`src/credit_link_consts.svh`:
```
// Shared sizing constants for the credit-controlled flit link.
// Include in any file that needs flit, FIFO or credit sizes.
// FIFO depth doubles as the producer's initial credit budget.

`ifndef CREDIT_LINK_CONSTS_SVH
`define CREDIT_LINK_CONSTS_SVH

// Bits per flit
`define CL_FLIT_WIDTH 16

// FIFO entries, also producer credits after reset
`define CL_DEPTH 8

// Most read credits the consumer may hold outstanding
`define CL_RX_CREDIT_MAX 8

// Header length field width
`define CL_LEN_WIDTH 4

`endif

```
`src/credit_link_pkg.sv`:
```
// Types shared by the flit link modules.
// A flit is a single word with two views, picked by the is_header bit.
// Also carries the FIFO status pair sent to the control block.

`include "credit_link_consts.svh"

package credit_link_pkg;

  // Header view
  typedef struct packed {
    logic                                   is_header;
    logic [2:0]                             dest;
    logic [`CL_LEN_WIDTH-1:0]               length;
    logic [`CL_FLIT_WIDTH-4-`CL_LEN_WIDTH-1:0] spare;
  } flit_header_t;

  // Payload view, is_header clear
  typedef struct packed {
    logic                      is_header;
    logic [`CL_FLIT_WIDTH-2:0] data;
  } flit_payload_t;

  // Same 16 bits, decoded either way
  typedef union packed {
    flit_header_t  header;
    flit_payload_t payload;
  } flit_t;

  // FIFO flags for the control block
  typedef struct packed {
    logic full;
    logic empty;
  } fifo_status_t;

endpackage

```
`src/sync_fifo.sv`:
```
// Circular FIFO holding the queued flits of the link.
// Head entry is shown ahead on read_flit, no read latency.
// push and pop come pre-gated from the control block, so no
// overflow or underflow protection lives here.

`timescale 1ns/1ps
`include "credit_link_consts.svh"

module sync_fifo (
  input  logic                          clock,
  input  logic                          resetn,
  input  logic                          push,
  input  logic                          pop,
  input  credit_link_pkg::flit_t        write_flit,
  output credit_link_pkg::flit_t        read_flit,
  output credit_link_pkg::fifo_status_t status
);

  import credit_link_pkg::*;

  localparam int PTR_WIDTH   = $clog2(`CL_DEPTH);
  localparam int COUNT_WIDTH = $clog2(`CL_DEPTH + 1);
  localparam logic [PTR_WIDTH-1:0]   LAST_INDEX = PTR_WIDTH'(`CL_DEPTH - 1);
  localparam logic [COUNT_WIDTH-1:0] FULL_COUNT = COUNT_WIDTH'(`CL_DEPTH);

  // Storage, no reset needed on payload
  flit_t mem [`CL_DEPTH];

  logic [PTR_WIDTH-1:0]   write_ptr;
  logic [PTR_WIDTH-1:0]   read_ptr;
  logic [COUNT_WIDTH-1:0] count;

  always_ff @(posedge clock) begin
    if (push) begin
      mem[write_ptr] <= write_flit;
    end
  end

  // Pointers and occupancy
  always_ff @(posedge clock or negedge resetn) begin
    if (!resetn) begin
      write_ptr <= '0;
      read_ptr  <= '0;
      count     <= '0;
    end else begin
      if (push) begin
        write_ptr <= (write_ptr == LAST_INDEX) ? '0 : write_ptr + 1'b1;
      end
      if (pop) begin
        read_ptr <= (read_ptr == LAST_INDEX) ? '0 : read_ptr + 1'b1;
      end
      // Simultaneous push and pop leave the count alone
      case ({push, pop})
        2'b10:   count <= count + 1'b1;
        2'b01:   count <= count - 1'b1;
        default: count <= count;
      endcase
    end
  end

  // Show-ahead head entry
  assign read_flit = mem[read_ptr];

  always_comb begin
    status.full  = (count == FULL_COUNT);
    status.empty = (count == '0);
  end

endmodule

```
`src/credit_counter.sv`:
```
// Saturating up/down counter for read credits granted by the consumer.
// up adds a credit, down spends one, both together cancel.
// has_credit tells the control block a read may go out this cycle.

`timescale 1ns/1ps

module credit_counter #(
  parameter int MAX = 8
) (
  input  logic clock,
  input  logic resetn,
  input  logic up,
  input  logic down,
  output logic has_credit
);

  localparam int WIDTH = $clog2(MAX + 1);
  localparam logic [WIDTH-1:0] MAX_COUNT = WIDTH'(MAX);

  logic [WIDTH-1:0] count;

  always_ff @(posedge clock or negedge resetn) begin
    if (!resetn) begin
      // No credits until the consumer grants some
      count <= '0;
    end else begin
      if (up && !down) begin
        // Stick at MAX instead of wrapping
        if (count != MAX_COUNT) begin
          count <= count + 1'b1;
        end
      end else if (down && !up) begin
        if (count != '0) begin
          count <= count - 1'b1;
        end
      end
    end
  end

  // Straight from the count, same cycle
  assign has_credit = (count != '0);

endmodule

```
`src/packet_tracker.sv`:
```
// Follows packets on the output side of the link.
// Header flits load the payload length, payload flits count it down.
// last marks the final flit of a packet in the cycle it transfers,
// and packet_count bumps on that same edge.

`timescale 1ns/1ps
`include "credit_link_consts.svh"

module packet_tracker (
  input  logic                   clock,
  input  logic                   resetn,
  input  logic                   flit_valid,
  input  credit_link_pkg::flit_t flit,
  output logic                   last,
  output logic [15:0]            packet_count
);

  // Payload flits still owed by the current packet
  logic [`CL_LEN_WIDTH-1:0] remaining;
  logic                     header_seen;

  assign header_seen = flit.header.is_header;

  // Zero-length header closes its own packet
  always_comb begin
    last = 1'b0;
    if (flit_valid) begin
      if (header_seen) begin
        last = (flit.header.length == '0);
      end else begin
        last = (remaining == `CL_LEN_WIDTH'(1));
      end
    end
  end

  always_ff @(posedge clock or negedge resetn) begin
    if (!resetn) begin
      remaining    <= '0;
      packet_count <= '0;
    end else begin
      if (flit_valid) begin
        if (header_seen) begin
          remaining <= flit.header.length;
        end else if (remaining != '0) begin
          remaining <= remaining - 1'b1;
        end
      end
      // One packet done per last flit
      if (last) begin
        packet_count <= packet_count + 16'd1;
      end
    end
  end

endmodule

```
`src/credit_link_control.sv`:
```
// Flow control for the link buffer.
// Gates producer writes on FIFO full, consumer reads on FIFO not empty
// and held read credit. Returns one write credit to the producer a
// cycle after each read and latches a sticky overrun flag.

`timescale 1ns/1ps

module credit_link_control (
  input  logic                          clock,
  input  logic                          resetn,
  input  logic                          in_valid,
  input  credit_link_pkg::fifo_status_t status,
  input  logic                          has_credit,
  input  logic                          out_credit,
  output logic                          push,
  output logic                          pop,
  output logic                          credit_up,
  output logic                          credit_down,
  output logic                          in_credit,
  output logic                          overrun
);

  logic write_dropped;

  // Write lands unless the buffer is full
  assign push = in_valid && !status.full;

  // Write into a full buffer loses the flit
  assign write_dropped = in_valid && status.full;

  // Read needs data and a consumer credit
  assign pop = !status.empty && has_credit;

  // Consumer grants raise, reads spend
  assign credit_up   = out_credit;
  assign credit_down = pop;

  always_ff @(posedge clock or negedge resetn) begin
    if (!resetn) begin
      in_credit <= 1'b0;
      overrun   <= 1'b0;
    end else begin
      // Freed slot goes back to the producer next cycle
      in_credit <= pop;
      if (write_dropped) begin
        overrun <= 1'b1;
      end
    end
  end

endmodule

```
`src/credit_link_top.sv`:
```
// Credit-controlled flit link buffer, top level.
// Producer writes strobed flits against its own credits, the consumer
// pulls them out by granting read credits on out_credit.
// Ties together control, FIFO, read credit counter and packet tracker.

`timescale 1ns/1ps
`include "credit_link_consts.svh"

module credit_link_top (
  input  logic                   clock,
  input  logic                   resetn,
  input  logic                   in_valid,
  input  credit_link_pkg::flit_t in_flit,
  output logic                   in_credit,
  input  logic                   out_credit,
  output logic                   out_valid,
  output credit_link_pkg::flit_t out_flit,
  output logic                   out_last,
  output logic [15:0]            packet_count,
  output logic                   overrun
);

  import credit_link_pkg::*;

  fifo_status_t status;
  logic         push;
  logic         credit_up;
  logic         credit_down;
  logic         has_credit;

  // Read strobe is the output valid
  credit_link_control control (
    .clock       (clock),
    .resetn      (resetn),
    .in_valid    (in_valid),
    .status      (status),
    .has_credit  (has_credit),
    .out_credit  (out_credit),
    .push        (push),
    .pop         (out_valid),
    .credit_up   (credit_up),
    .credit_down (credit_down),
    .in_credit   (in_credit),
    .overrun     (overrun)
  );

  sync_fifo fifo (
    .clock      (clock),
    .resetn     (resetn),
    .push       (push),
    .pop        (out_valid),
    .write_flit (in_flit),
    .read_flit  (out_flit),
    .status     (status)
  );

  // Consumer side read credits
  credit_counter #(
    .MAX (`CL_RX_CREDIT_MAX)
  ) rx_credits (
    .clock      (clock),
    .resetn     (resetn),
    .up         (credit_up),
    .down       (credit_down),
    .has_credit (has_credit)
  );

  packet_tracker tracker (
    .clock        (clock),
    .resetn       (resetn),
    .flit_valid   (out_valid),
    .flit         (out_flit),
    .last         (out_last),
    .packet_count (packet_count)
  );

endmodule

```
`config.mk`:
```
export PLATFORM = sky130hd
export DESIGN_NAME = credit_link_top
export DESIGN_NICKNAME = d
export VERILOG_FILES = /design/src/credit_link_pkg.sv /design/src/sync_fifo.sv /design/src/credit_counter.sv /design/src/packet_tracker.sv /design/src/credit_link_control.sv /design/src/credit_link_top.sv
export VERILOG_INCLUDE_DIRS = /design/src
export SDC_FILE = /design/constraint.sdc
export NUM_CORES = 1
export LEC_CHECK = 0
export BUFFER_PORTS_ARGS = -buffer_cell sky130_fd_sc_hd__buf_2
export CAP_MARGIN = 10
export CORE_AREA = 3 3 135 137
export CTS_CLUSTER_DIAMETER = 80
export DETAILED_ROUTE_END_ITERATION = 10
export DIE_AREA = 0 0 138 140
export PLACE_DENSITY = 0.57
export SYNTH_ARGS = -nofsm -noshare
export SYNTH_HDL_FRONTEND = slang
export SYNTH_SLANG_ARGS = --single-unit
```
`constraint.sdc`:
```
create_clock -name clock -period 4 [get_ports clock]
set_input_delay 0.2 -clock clock [delete_from_list [all_inputs] [get_ports clock]]
set_output_delay 0.2 -clock clock [all_outputs]
set_load 0.02 [all_outputs]
```
==> out/qor.csv, run 1 <==
metric,value,unit
cts_tree,yes,
hold_class,in -> reg,
grtUsageTotal,0.146,
end_kind,output port,
rows,48,
final-hold-violation-count,0,
post_cts.repair.setup_buffers,0,
seqCellArea,0.00475,sq mm
crit_chain,mux4_2 -> mux2_2 -> nor2_2 -> nand3b_2 -> a21oi_2 -> buf_2,
hold_start,in_flit[4],
overflow,0,
synth_top_area_frac,0.552,
grt_pass1_wl,21800,microns
crit_buf_inv,1,
n_antenna_cell,0,
core_area,0.0172,sq mm
synth_nets,437,
relSlewSlack,0.454,
die_y,140,microns
ys_ff_latch,164,
startpoint_type,flop,
r2r_start,fifo.read_ptr[2],
ant_nets,0,
yosysUniqueCellTypes,47,
yosysSeqAreaShare,0.681,
die_x,138,microns
min_period,3.32,ns
drt-pass1-iter-count,4,
antenna_found_initial,0,
grt_pass1_vias,3951,
start_util,0.406,
nets,508,
finalCritPeriodShare,0.830,
place.port_buffers,55,
synth.area.top_cells,"edfxtp_1 55%, dfrtp_1 13%, mux4_2 10%, mux2_2 2.6%, ha_1 2.2%",
ir_drop,0.368,mV
via_per_inst,5.24,
dp_worst_setup_slack,0.995,ns
final_common_cell,edfxtp_1,
yosysTopAreaCell,edfxtp_1,
worst_pin_slew,0.820,ns
cp_slowest_cell,dfrtp_1,
worstPathRequired,3.80,ns
netlist_instances,404,
h-tree-depth,4,
ios,56,
p_per_area,757,mW/mm^2
final_cell_mix,"128 x edfxtp_1, 55 x buf_2, 35 x dfrtp_1",
cp_data_arrival_time,3.12,ns
fin_util,0.473,
cts_max_path_buffers,2,
cts_sinks,164,
drv_cap,0,
root_buffer,clkbuf_16,
syn_area,0.00697,sq mm
drive_gt1_frac,0.346,
holdPathStages,1,
synth.avg_cell_area,17.2,sq um
tns,0,ns
cp_top_family,flip-flops,
synth_ff_type,edfxtp_1,
clk_latency,0.42,ns
critPathMaxStageDelay,0.84,ns
path_clk_slew,0.06,ns
num_vias,3737,
drt_wl_total,13400,microns
crit_start,fifo.read_ptr[2],
fillCellCount,1518,
drcViolationCount,0,
synth-warning-count,0,
grt_max_degree,37,
clock_skew,0.00737,ns
dp_hpwl,8370,microns
multi_input_comb_area,0.00213,sq mm
max_freq,0.301,GHz
numCtsBuffers,17,
status,"finished, final reports clean",
wire_per_inst,18.7,microns
finalMaxSlewViolations,0,
area_delta_synth_final,16.7,%
worst_slack,0.680,ns
die_area,0.0193,sq mm
final-setup-viol-count,0,
ys_async_sr_fraction,0.220,
synth_edf_count,128,
worstHoldEndpoint,fifo.mem[0][4],
r2r-end,tracker.packet_count[13],
rrSetupSlack,1.03,ns
rsz0062_at_grt,false,
worst-setup-path-type,reg -> out,
rr_worst_depth,6,
worstPathMaxFanout,19,
place.gp.congestion,0.765,
p_leak,2.94,nW
drtIter0Drc,263,
-- synth_stat cells, types with 4 or more instances --
cell / n
clkbuf_1: 6
nor2_1: 12
a211oi_1: 4
mux4_2: 32
buf_1: 4
nand2_1: 21
a21oi_1: 11
inv_1: 7
ha_1: 12
xnor2_1: 7
buf_2: 5
nand3_1: 10
nor3_1: 11
a211oi_2: 8
xor2_1: 15
dfrtp_1: 36
nor3b_1: 7
o21ai_1: 7
mux2_2: 16
edfxtp_1: 128
-- stage by stage --
step	power [mW]	instances	cell area, sq um	hold slack (ns)
2_1_floorplan	4.06	404	6970	-0.0956
3_3_place_gp	4.65	680	7560	0.349
3_5_place_dp	4.72	680	7560	0.355
4_1_cts	6.25	713	8130	0.0274
5_1_grt	6.53	713	8130	0.0433
6_report	6.15	713	8130	0.0439
-- final cells by class --
class                   instances  area share
clock buffers                  18      0.0528
clock inverters                14      0.0155
inverters                      10     0.00462
multi-input cells             213       0.262
flip-flops and latches        164       0.584
well taps                     225      0.0346
repair buffers                 69      0.0471
-- sequential cells by signal, indices dropped and copies added, names as in the netlist --
name                  flops
tracker.packet_count     16
control.overrun           1
control.in_credit         1
fifo.count                4
fifo.mem                128
tracker.remaining         4
fifo.write_ptr            3
fifo.read_ptr             3
rx_credits.count          4
-- report_power, final --
group / internal, mW / leakage, nW / total (mW) / switching, mW
Sequential: 2.17 / 1.61 / 2.44 / 0.273
Clock: 0.862 / 0.268 / 1.52 / 0.658
Combinational: 0.967 / 1.06 / 2.19 / 1.22
Total: 4.00 / 2.94 / 6.15 / 2.15
-- worst max path at each step --
| stage | end | slack, ns | cells past startpoint |
|---|---|---|---|
| 4_1_cts | out_last | 0.63 | 6 |
| 3_3_place_gp | tracker.packet_count[1] | 1.11 | 6 |
| 2_1_floorplan | rx_credits.count[3] | 1.04 | 12 |
| 6_report | out_last | 0.68 | 6 |
| 5_1_grt | out_last | 0.43 | 6 |
| 3_5_place_dp | tracker.packet_count[13] | 1.0 | 6 |
-- worst register-to-register path, cell delays in order (launching register included) --
cell and delay, ns:
dfrtp_1 0.84, mux4_2 0.41, mux2_2 0.40, nor2_2 0.16
nand3b_2 0.36, a2111o_1 0.55, xnor2_1 0.13
-- cells by family (layout without fill, tap and decap cells) --
logic type,Yosys count,in the layout,synth area share
fa+ha+maj,13,13,0.0244
flops,164,164,0.681
xor+xnor,22,22,0.0277
mux,52,52,0.136
buf+inv,27,111,0.0176
simple gates,83,83,0.0668
compound gates,43,43,0.0470
-- layer usage --
metal	vias up	global-route usage	wire, microns
met3	19	0.0403	547
li1	1726	-	-
met1	1916	0.188	5830
met2	76	0.239	6710
met5	-	0	0
met4	0	0.0567	277
-- what timing repair did --
item	CTS	global route
endpoints found under the hold margin	36	0
hold buffers	1	0
resized for setup	0	0
(Power assumes the default switching activity.)
==> inputs of run 2 (changes only) <==
- PLACE_DENSITY: 0.57 -> 0.6
- clock period: 4 -> 2.85 ns (I/O delays scaled with it)
==> run 2 against run 1 <==
Final cell count increased by 3.8%. Power grew 45%. Non-clock buffer count grew 27. Setup slack got worse by 0.45 ns. Clock skew down 0.0010 ns. Highest routed layer unchanged. Sequential share of layout area down 2.1 points. Via count rose by 1.7%. Die area unchanged. Critical path depth unchanged. Critical path type unchanged. Sequential power increased by 38%. Clock-buffer cell count decreased by 1.
==> out/qor.csv, run 2 (synthesis gave the netlist of run 1 again) <==
metric,value,unit,change
r2r-end,rx_credits.count[3],,
reg.largest.list,"fifo.mem: 128 flops, tracker.packet_count: 16 flops",,
final_cells,740,,+3.8%
drt_wl_total,13400,microns,+0.20%
root_buffer,clkbuf_16,,
rows,48,,unchanged
grt_max_degree,37,,unchanged
place.port_buffers,55,,unchanged
clock_skew,0.00638,ns,-0.000996 ns
hold_class,in -> reg,,
numCtsBuffers,17,,unchanged
drtIter0Drc,232,,-12%
worstPathRequired,2.71,ns,-1.09 ns
die_area,0.0193,sq mm,unchanged
grt_pass1_vias,3946,,-0.13%
fillCellCount,1461,,-3.8%
core_area,0.0172,sq mm,unchanged
max_freq,0.382,GHz,
nets,535,,+5.3%
cts_sinks,164,,unchanged
startpoint_type,flop,,
hold_ws,0.0266,ns,-0.0173 ns
ant_nets,0,,unchanged
r2r_start,fifo.count[1],,
min_period,2.62,ns,
finalCritPeriodShare,0.919,,
rrSetupSlack,0.34,ns,-0.69 ns
start_util,0.406,,unchanged
cp_top_family,multiplexers,,
overflow,0,,unchanged
worst-setup-path-type,reg -> out,,
cts_max_path_buffers,2,,unchanged
grt_pass1_wl,21700,microns,about the same
clk_latency,0.42,ns,about the same
crit_buf_inv,1,,unchanged
worst-path-stages,6,,unchanged
largest_register_ffs,128,,unchanged
placedInstanceArea,0.00764,sq mm,+1.0%
power,8.93,mW,+45%
num_vias,3800,,+1.7%
grtUsageTotal,0.145,,-0.00123
worstPathMaxFanout,5,,-14
final-setup-viol-count,0,,unchanged
die_y,140,microns,unchanged
ir_drop,0.458,mV,+25%
finalMaxSlewViolations,0,,unchanged
ios,56,,unchanged
end_kind,output port,,
die_x,138,microns,unchanged
largest_register,fifo.mem,,
crit_start,fifo.read_ptr[1],,
path_clk_slew,0.06,ns,about the same
rr_worst_depth,11,,+5
drt-pass1-iter-count,4,,unchanged
area_delta_synth_final,21.1,%,
cp_slowest_cell,mux4_2,,
place.gp.congestion,0.814,,+6.5%
final_cell_mix,"128 x edfxtp_1, 55 x buf_2, 34 x dfrtp_1",,
final_common_cell,edfxtp_1,,
crit_chain,mux4_2 -> mux2_2 -> nor3_4 -> nand4_4 -> a21oi_4 -> buf_2,,
critPathMaxStageDelay,0.50,ns,-0.34 ns
rsz0062_at_grt,false,,
antenna_found_initial,0,,unchanged
worst_pin_slew,0.877,ns,+0.0569 ns
placed_cells,689,,+1.3%
p_per_area,1060,mW/mm^2,+40%
drive_gt1_frac,0.361,,+0.0149
postLayoutCellArea,0.00844,sq mm,+3.8%
n_antenna_cell,0,,unchanged
relSlewSlack,0.416,,-0.0379
drcViolationCount,0,,unchanged
status,"finished, final reports clean",,
final-hold-violation-count,0,,unchanged
wire_per_inst,18.1,microns,-3.5%
cp_data_arrival_time,2.48,ns,-0.64 ns
fin_util,0.491,,+0.0178
via_per_inst,5.14,,-2.0%
cts_tree,yes,,
h-tree-depth,4,,unchanged
drv_cap,0,,unchanged
cp-endpoint,out_last,,
dp_hpwl,8580,microns,+2.5%
p_leak,3.09,nW,+5.1%
==> run 2: where the power goes <==
part	total [mW]	switching, mW	internal (mW)
combinational	3.29	1.81	1.48
sequential	3.36	0.307	3.05
clock	2.28	0.962	1.32
==> run 2: final cells by class <==
class                           instances  area [sq um]  area share
Multi-Input combinational cell        213          2150       0.255
Clock inverter                         15           170      0.0202
Sequential cell                       164          4750       0.563
Timing Repair Buffer                   96           627      0.0743
Clock buffer                           17           425      0.0504
Tap cell                              225           282      0.0334
Inverter                               10          37.5     0.00445
==> run 2: per-layer routing <==
layer,track usage,vias up,share of wire
li1,-,1790,-
met1,0.192,1937,0.44
met2,0.238,64,0.52
met3,0.0352,9,0.031
met4,0.0484,0,0.0093
met5,0,-,0
==> run 2: what timing repair did <==
item                                   4_1_cts  5_1_grt
hold buffers                                16        0
endpoints found under the hold margin      145        0
gates cloned                                 0        0
resized for setup                            1        3
pin swaps                                    0        1
setup endpoints to repair                    1        1
setup buffers                                0        3
==> run 2: through the flow <==
stage	worst slack [ns]	TNS [ns]
finish	0.230	0
global route	0.0633	0
CTS	0.00999	0
detailed placement	0.265	0
global placement	0.324	0
floorplan	-0.107	-0.107
==> run 2: how the worst min path moves through the flow <==
stage / endpoint / depth (start not counted) / slack [ns] / start
6_report: fifo.mem[3][14] / 1 / 0.03 / in_flit[14]
5_1_grt: fifo.mem[3][14] / 1 / 0.02 / in_flit[14]
4_1_cts: fifo.mem[3][14] / 1 / 0.006 / in_flit[14]
3_5_place_dp: tracker.packet_count[15] / 1 / 0.31 / resetn
3_3_place_gp: tracker.remaining[1] / 1 / 0.29 / resetn
2_1_floorplan: control.in_credit / 0 / -0.15 / resetn
==> inputs of run 3 (changes only) <==
- ABC_AREA: unset -> 1
- CORE_AREA: 3 3 135 137 -> 3 3 138 140
- DIE_AREA: 0 0 138 140 -> 0 0 141 143
==> run 3 against run 2 <==
Clock power hardly changed. Sequential share of layout area is 1.3 points lower. Non-clock buffer count is 6 lower. Synthesized cell count is 73% higher. Clock-buffer cell count stayed put. First-iteration DRC count is 19% higher. Critical path type unchanged. Cell area is 2.4% higher. Worst hold slack worse by 0.011 ns. Largest power group is now combinational cells. Global-route usage is 1.4 points higher. Combinational power is 8.2% higher.
==> out/qor.csv, run 3 <==
metric,value,unit,change
die_y,143,microns,+2.1%
ys_ff_latch,164,,unchanged
synth.avg_cell_area,10.5,sq um,-39%
largest_register,fifo.mem,,
p_per_area,1050,mW/mm^2,-0.79%
status,"finished, final reports clean",,
grt_pass1_vias,4951,,+25%
core_area,0.0180,sq mm,+4.6%
clk_latency,0.42,ns,about the same
worst_pin_slew,0.816,ns,-0.0608 ns
drt_wl_total,15600,microns,+17%
largest_register_ffs,128,,unchanged
worstPathMaxFanout,33,,+28
grtUsageTotal,0.159,,+0.0141
numCtsBuffers,17,,unchanged
synth_compound_area_frac,0.0695,,+0.0225
startpoint_type,flop,,
final-hold-violation-count,0,,unchanged
finalCritPeriodShare,0.894,,-0.0252
placedInstanceArea,0.00786,sq mm,+2.9%
cp_slowest_cell,buf_4,,
p_leak,3.56,nW,+15%
post_cts.repair.setup_buffers,0,,unchanged
final-setup-viol-count,0,,unchanged
synthMuxAreaShare,0.00153,,-0.134
rsz0062_at_grt,false,,
nets,811,,+52%
syn_area,0.00734,sq mm,+5.4%
synth_top_family_by_area,simple AND/OR/NAND/NOR gates,,
die_area,0.0202,sq mm,+4.4%
cts_tree,yes,,
yosysMostFrequentCell,nand2_1,,
postLayoutCellArea,0.00863,sq mm,+2.4%
synth-simple-area-share,0.171,,+0.104
critPathMaxStageDelay,0.38,ns,-0.12 ns
area_delta_synth_final,17.6,%,
final_common_cell,nand2_1,,
num_vias,5039,,+33%
synth_edf_count,128,,unchanged
cts_max_path_buffers,2,,unchanged
n_antenna_cell,0,,unchanged
relSlewSlack,0.456,,+0.0405
cts_sinks,164,,unchanged
synth_nets,730,,+67%
die_x,141,microns,+2.2%
yosysSeqAreaShare,0.646,,-0.0349
reg.largest.list,"fifo.mem: 128 flops, tracker.packet_count: 16 flops",,
overflow,0,,unchanged
drive_gt1_frac,0.157,,-0.204
worstPathRequired,2.71,ns,about the same
rows,49,,+2.1%
place.gp.congestion,0.849,,+4.3%
final_cell_mix,"133 x nand2_1, 128 x edfxtp_1, 106 x nor2_1",,
grt_pass1_wl,25300,microns,+17%
drt-pass1-iter-count,5,,+1
synth-warning-count,0,,unchanged
finalMaxSlewViolations,0,,unchanged
drtIter0Drc,277,,+19%
end_kind,output port,,
dp_hpwl,9710,microns,+13%
worst-setup-path-type,reg -> out,,
synth.area.top_cells,"edfxtp_1 52%, dfrtp_1 12%, nand2_1 6.8%, nor2_1 5.4%, o21ai_0 3.9%",,
antenna_found_initial,0,,unchanged
cp_data_arrival_time,2.41,ns,-0.07 ns
crit_chain,buf_4 -> nand3_1 -> nand2_1 -> nand2_1 -> nand2_2 -> nand2_2 -> o21bai_4 -> nand2_2 -> inv_1 -> buf_2,,
synth_xor_area_frac,0.0250,,-0.00261
synth_commonest_cells,"133 x nand2_1, 128 x edfxtp_1, 106 x nor2_1",,
yosysTopAreaCell,edfxtp_1,,
ys_async_sr_fraction,0.220,,unchanged
path_clk_slew,0.07,ns,about the same
h-tree-depth,4,,unchanged
drcViolationCount,0,,unchanged
synth_top_area_frac,0.523,,-0.0283
hold_class,in -> reg,,
via_per_inst,4.94,,-3.8%
grt_max_degree,48,,+30%
max_freq,0.392,GHz,+2.8%
yosysUniqueCellTypes,34,,-28%
clock_skew,0.0193,ns,+0.0129 ns
netlist_instances,697,,+73%
wire_per_inst,15.3,microns,-15%
place.port_buffers,55,,unchanged
root_buffer,clkbuf_16,,
ant_nets,0,,unchanged
ir_drop,0.595,mV,+30%
ios,56,,unchanged
synth_ff_type,edfxtp_1,,
synthAdderAreaFrac,0.0232,,-0.00125
cpMostUsedCell,nand2_2,,
min_period,2.55,ns,-0.0717 ns
tns,0,ns,unchanged
drv_cap,0,,unchanged
start_util,0.409,,+0.00319
-- run 3: cell count changes after synthesis, moves of 12 or more --
cell and change:
a31oi_1 +13, o22ai_1 +12, nand3_1 +37, nand2_1 +112, mux2_2 -15, mux4_2 -32
nor2_1 +94, inv_1 +65, o21ai_0 +54
-- run 3: area by class of cell --
cell class,instances,area (sq um)
fill,1580,9330
sequential,164,4750
multi-input combinational,430,2130
timing repair buffer,90,582
clock buffer,17,425
tap,229,287
inverter,75,284
clock inverter,15,179
-- run 3: where the power goes --
part           switching (mW)  internal (mW)  leakage (nW)
clock                    1.06           1.19         0.288
combinational            2.40           1.16          1.65
sequential              0.228           3.03          1.61
total                    3.69           5.38          3.56
-- run 3: final timing paths --
path / slack [ns] / start / endpoint / depth (start not counted)
max: 0.30 / fifo.read_ptr[1] / out_last / 10
min: 0.02 / in_flit[4] / fifo.mem[1][4] / 1
max reg2reg: 0.44 / fifo.count[1] / rx_credits.count[3] / 14
min reg2reg: 0.49 / control.overrun / control.overrun / 1
max in group asynchronous: 1.94 / resetn / fifo.read_ptr[0] / 2
min in group asynchronous: 0.35 / resetn / tracker.packet_count[9] / 2
-- run 3: metrics by stage --
step,hold slack [ns],util,power (mW),worst slack [ns],cells
floorplan,-0.153,-,5.90,0.701,697
global placement,0.272,0.438,6.73,0.617,972
detailed placement,0.289,0.438,6.87,0.512,972
CTS,0.00434,0.480,9.17,0.173,1020
global route,0.0164,0.481,9.74,0.0432,1020
finish,0.0159,0.481,9.07,0.301,1020
-- run 3: cell families after synthesis --
| kind of cell | after synthesis |
|---|---|
| AND/OR/NAND/NOR | 304 |
| flip-flops | 164 |
| buffers and inverters | 103 |
| AO/OA/AOI/OAI | 91 |
| XOR/XNOR | 21 |
| adder cells (fa/ha/maj) | 13 |
| multiplexers | 1 |
-- run 3: what timing repair did --
item	4_1_cts	5_1_grt
hold buffers	16	0
hold endpoints to repair	143	0
gates resized for setup	0	3
endpoints found under the setup margin	0	1
-- run 3: per-layer routing --
layer | global-route usage | part of all wire
met4 | 0.0469 | 0.0092
met2 | 0.269 | 0.50
met5 | 0 | 0
met3 | 0.0338 | 0.040
met1 | 0.208 | 0.45
-- run 3: critical path, delay by kind of cell, from the launching register on --
family                 cells  cell delay [ns]
buffers and inverters      3             0.64
AND/OR/NAND/NOR            6             0.79
flip-flops                 1             0.36
AO/OA/AOI/OAI              1             0.17
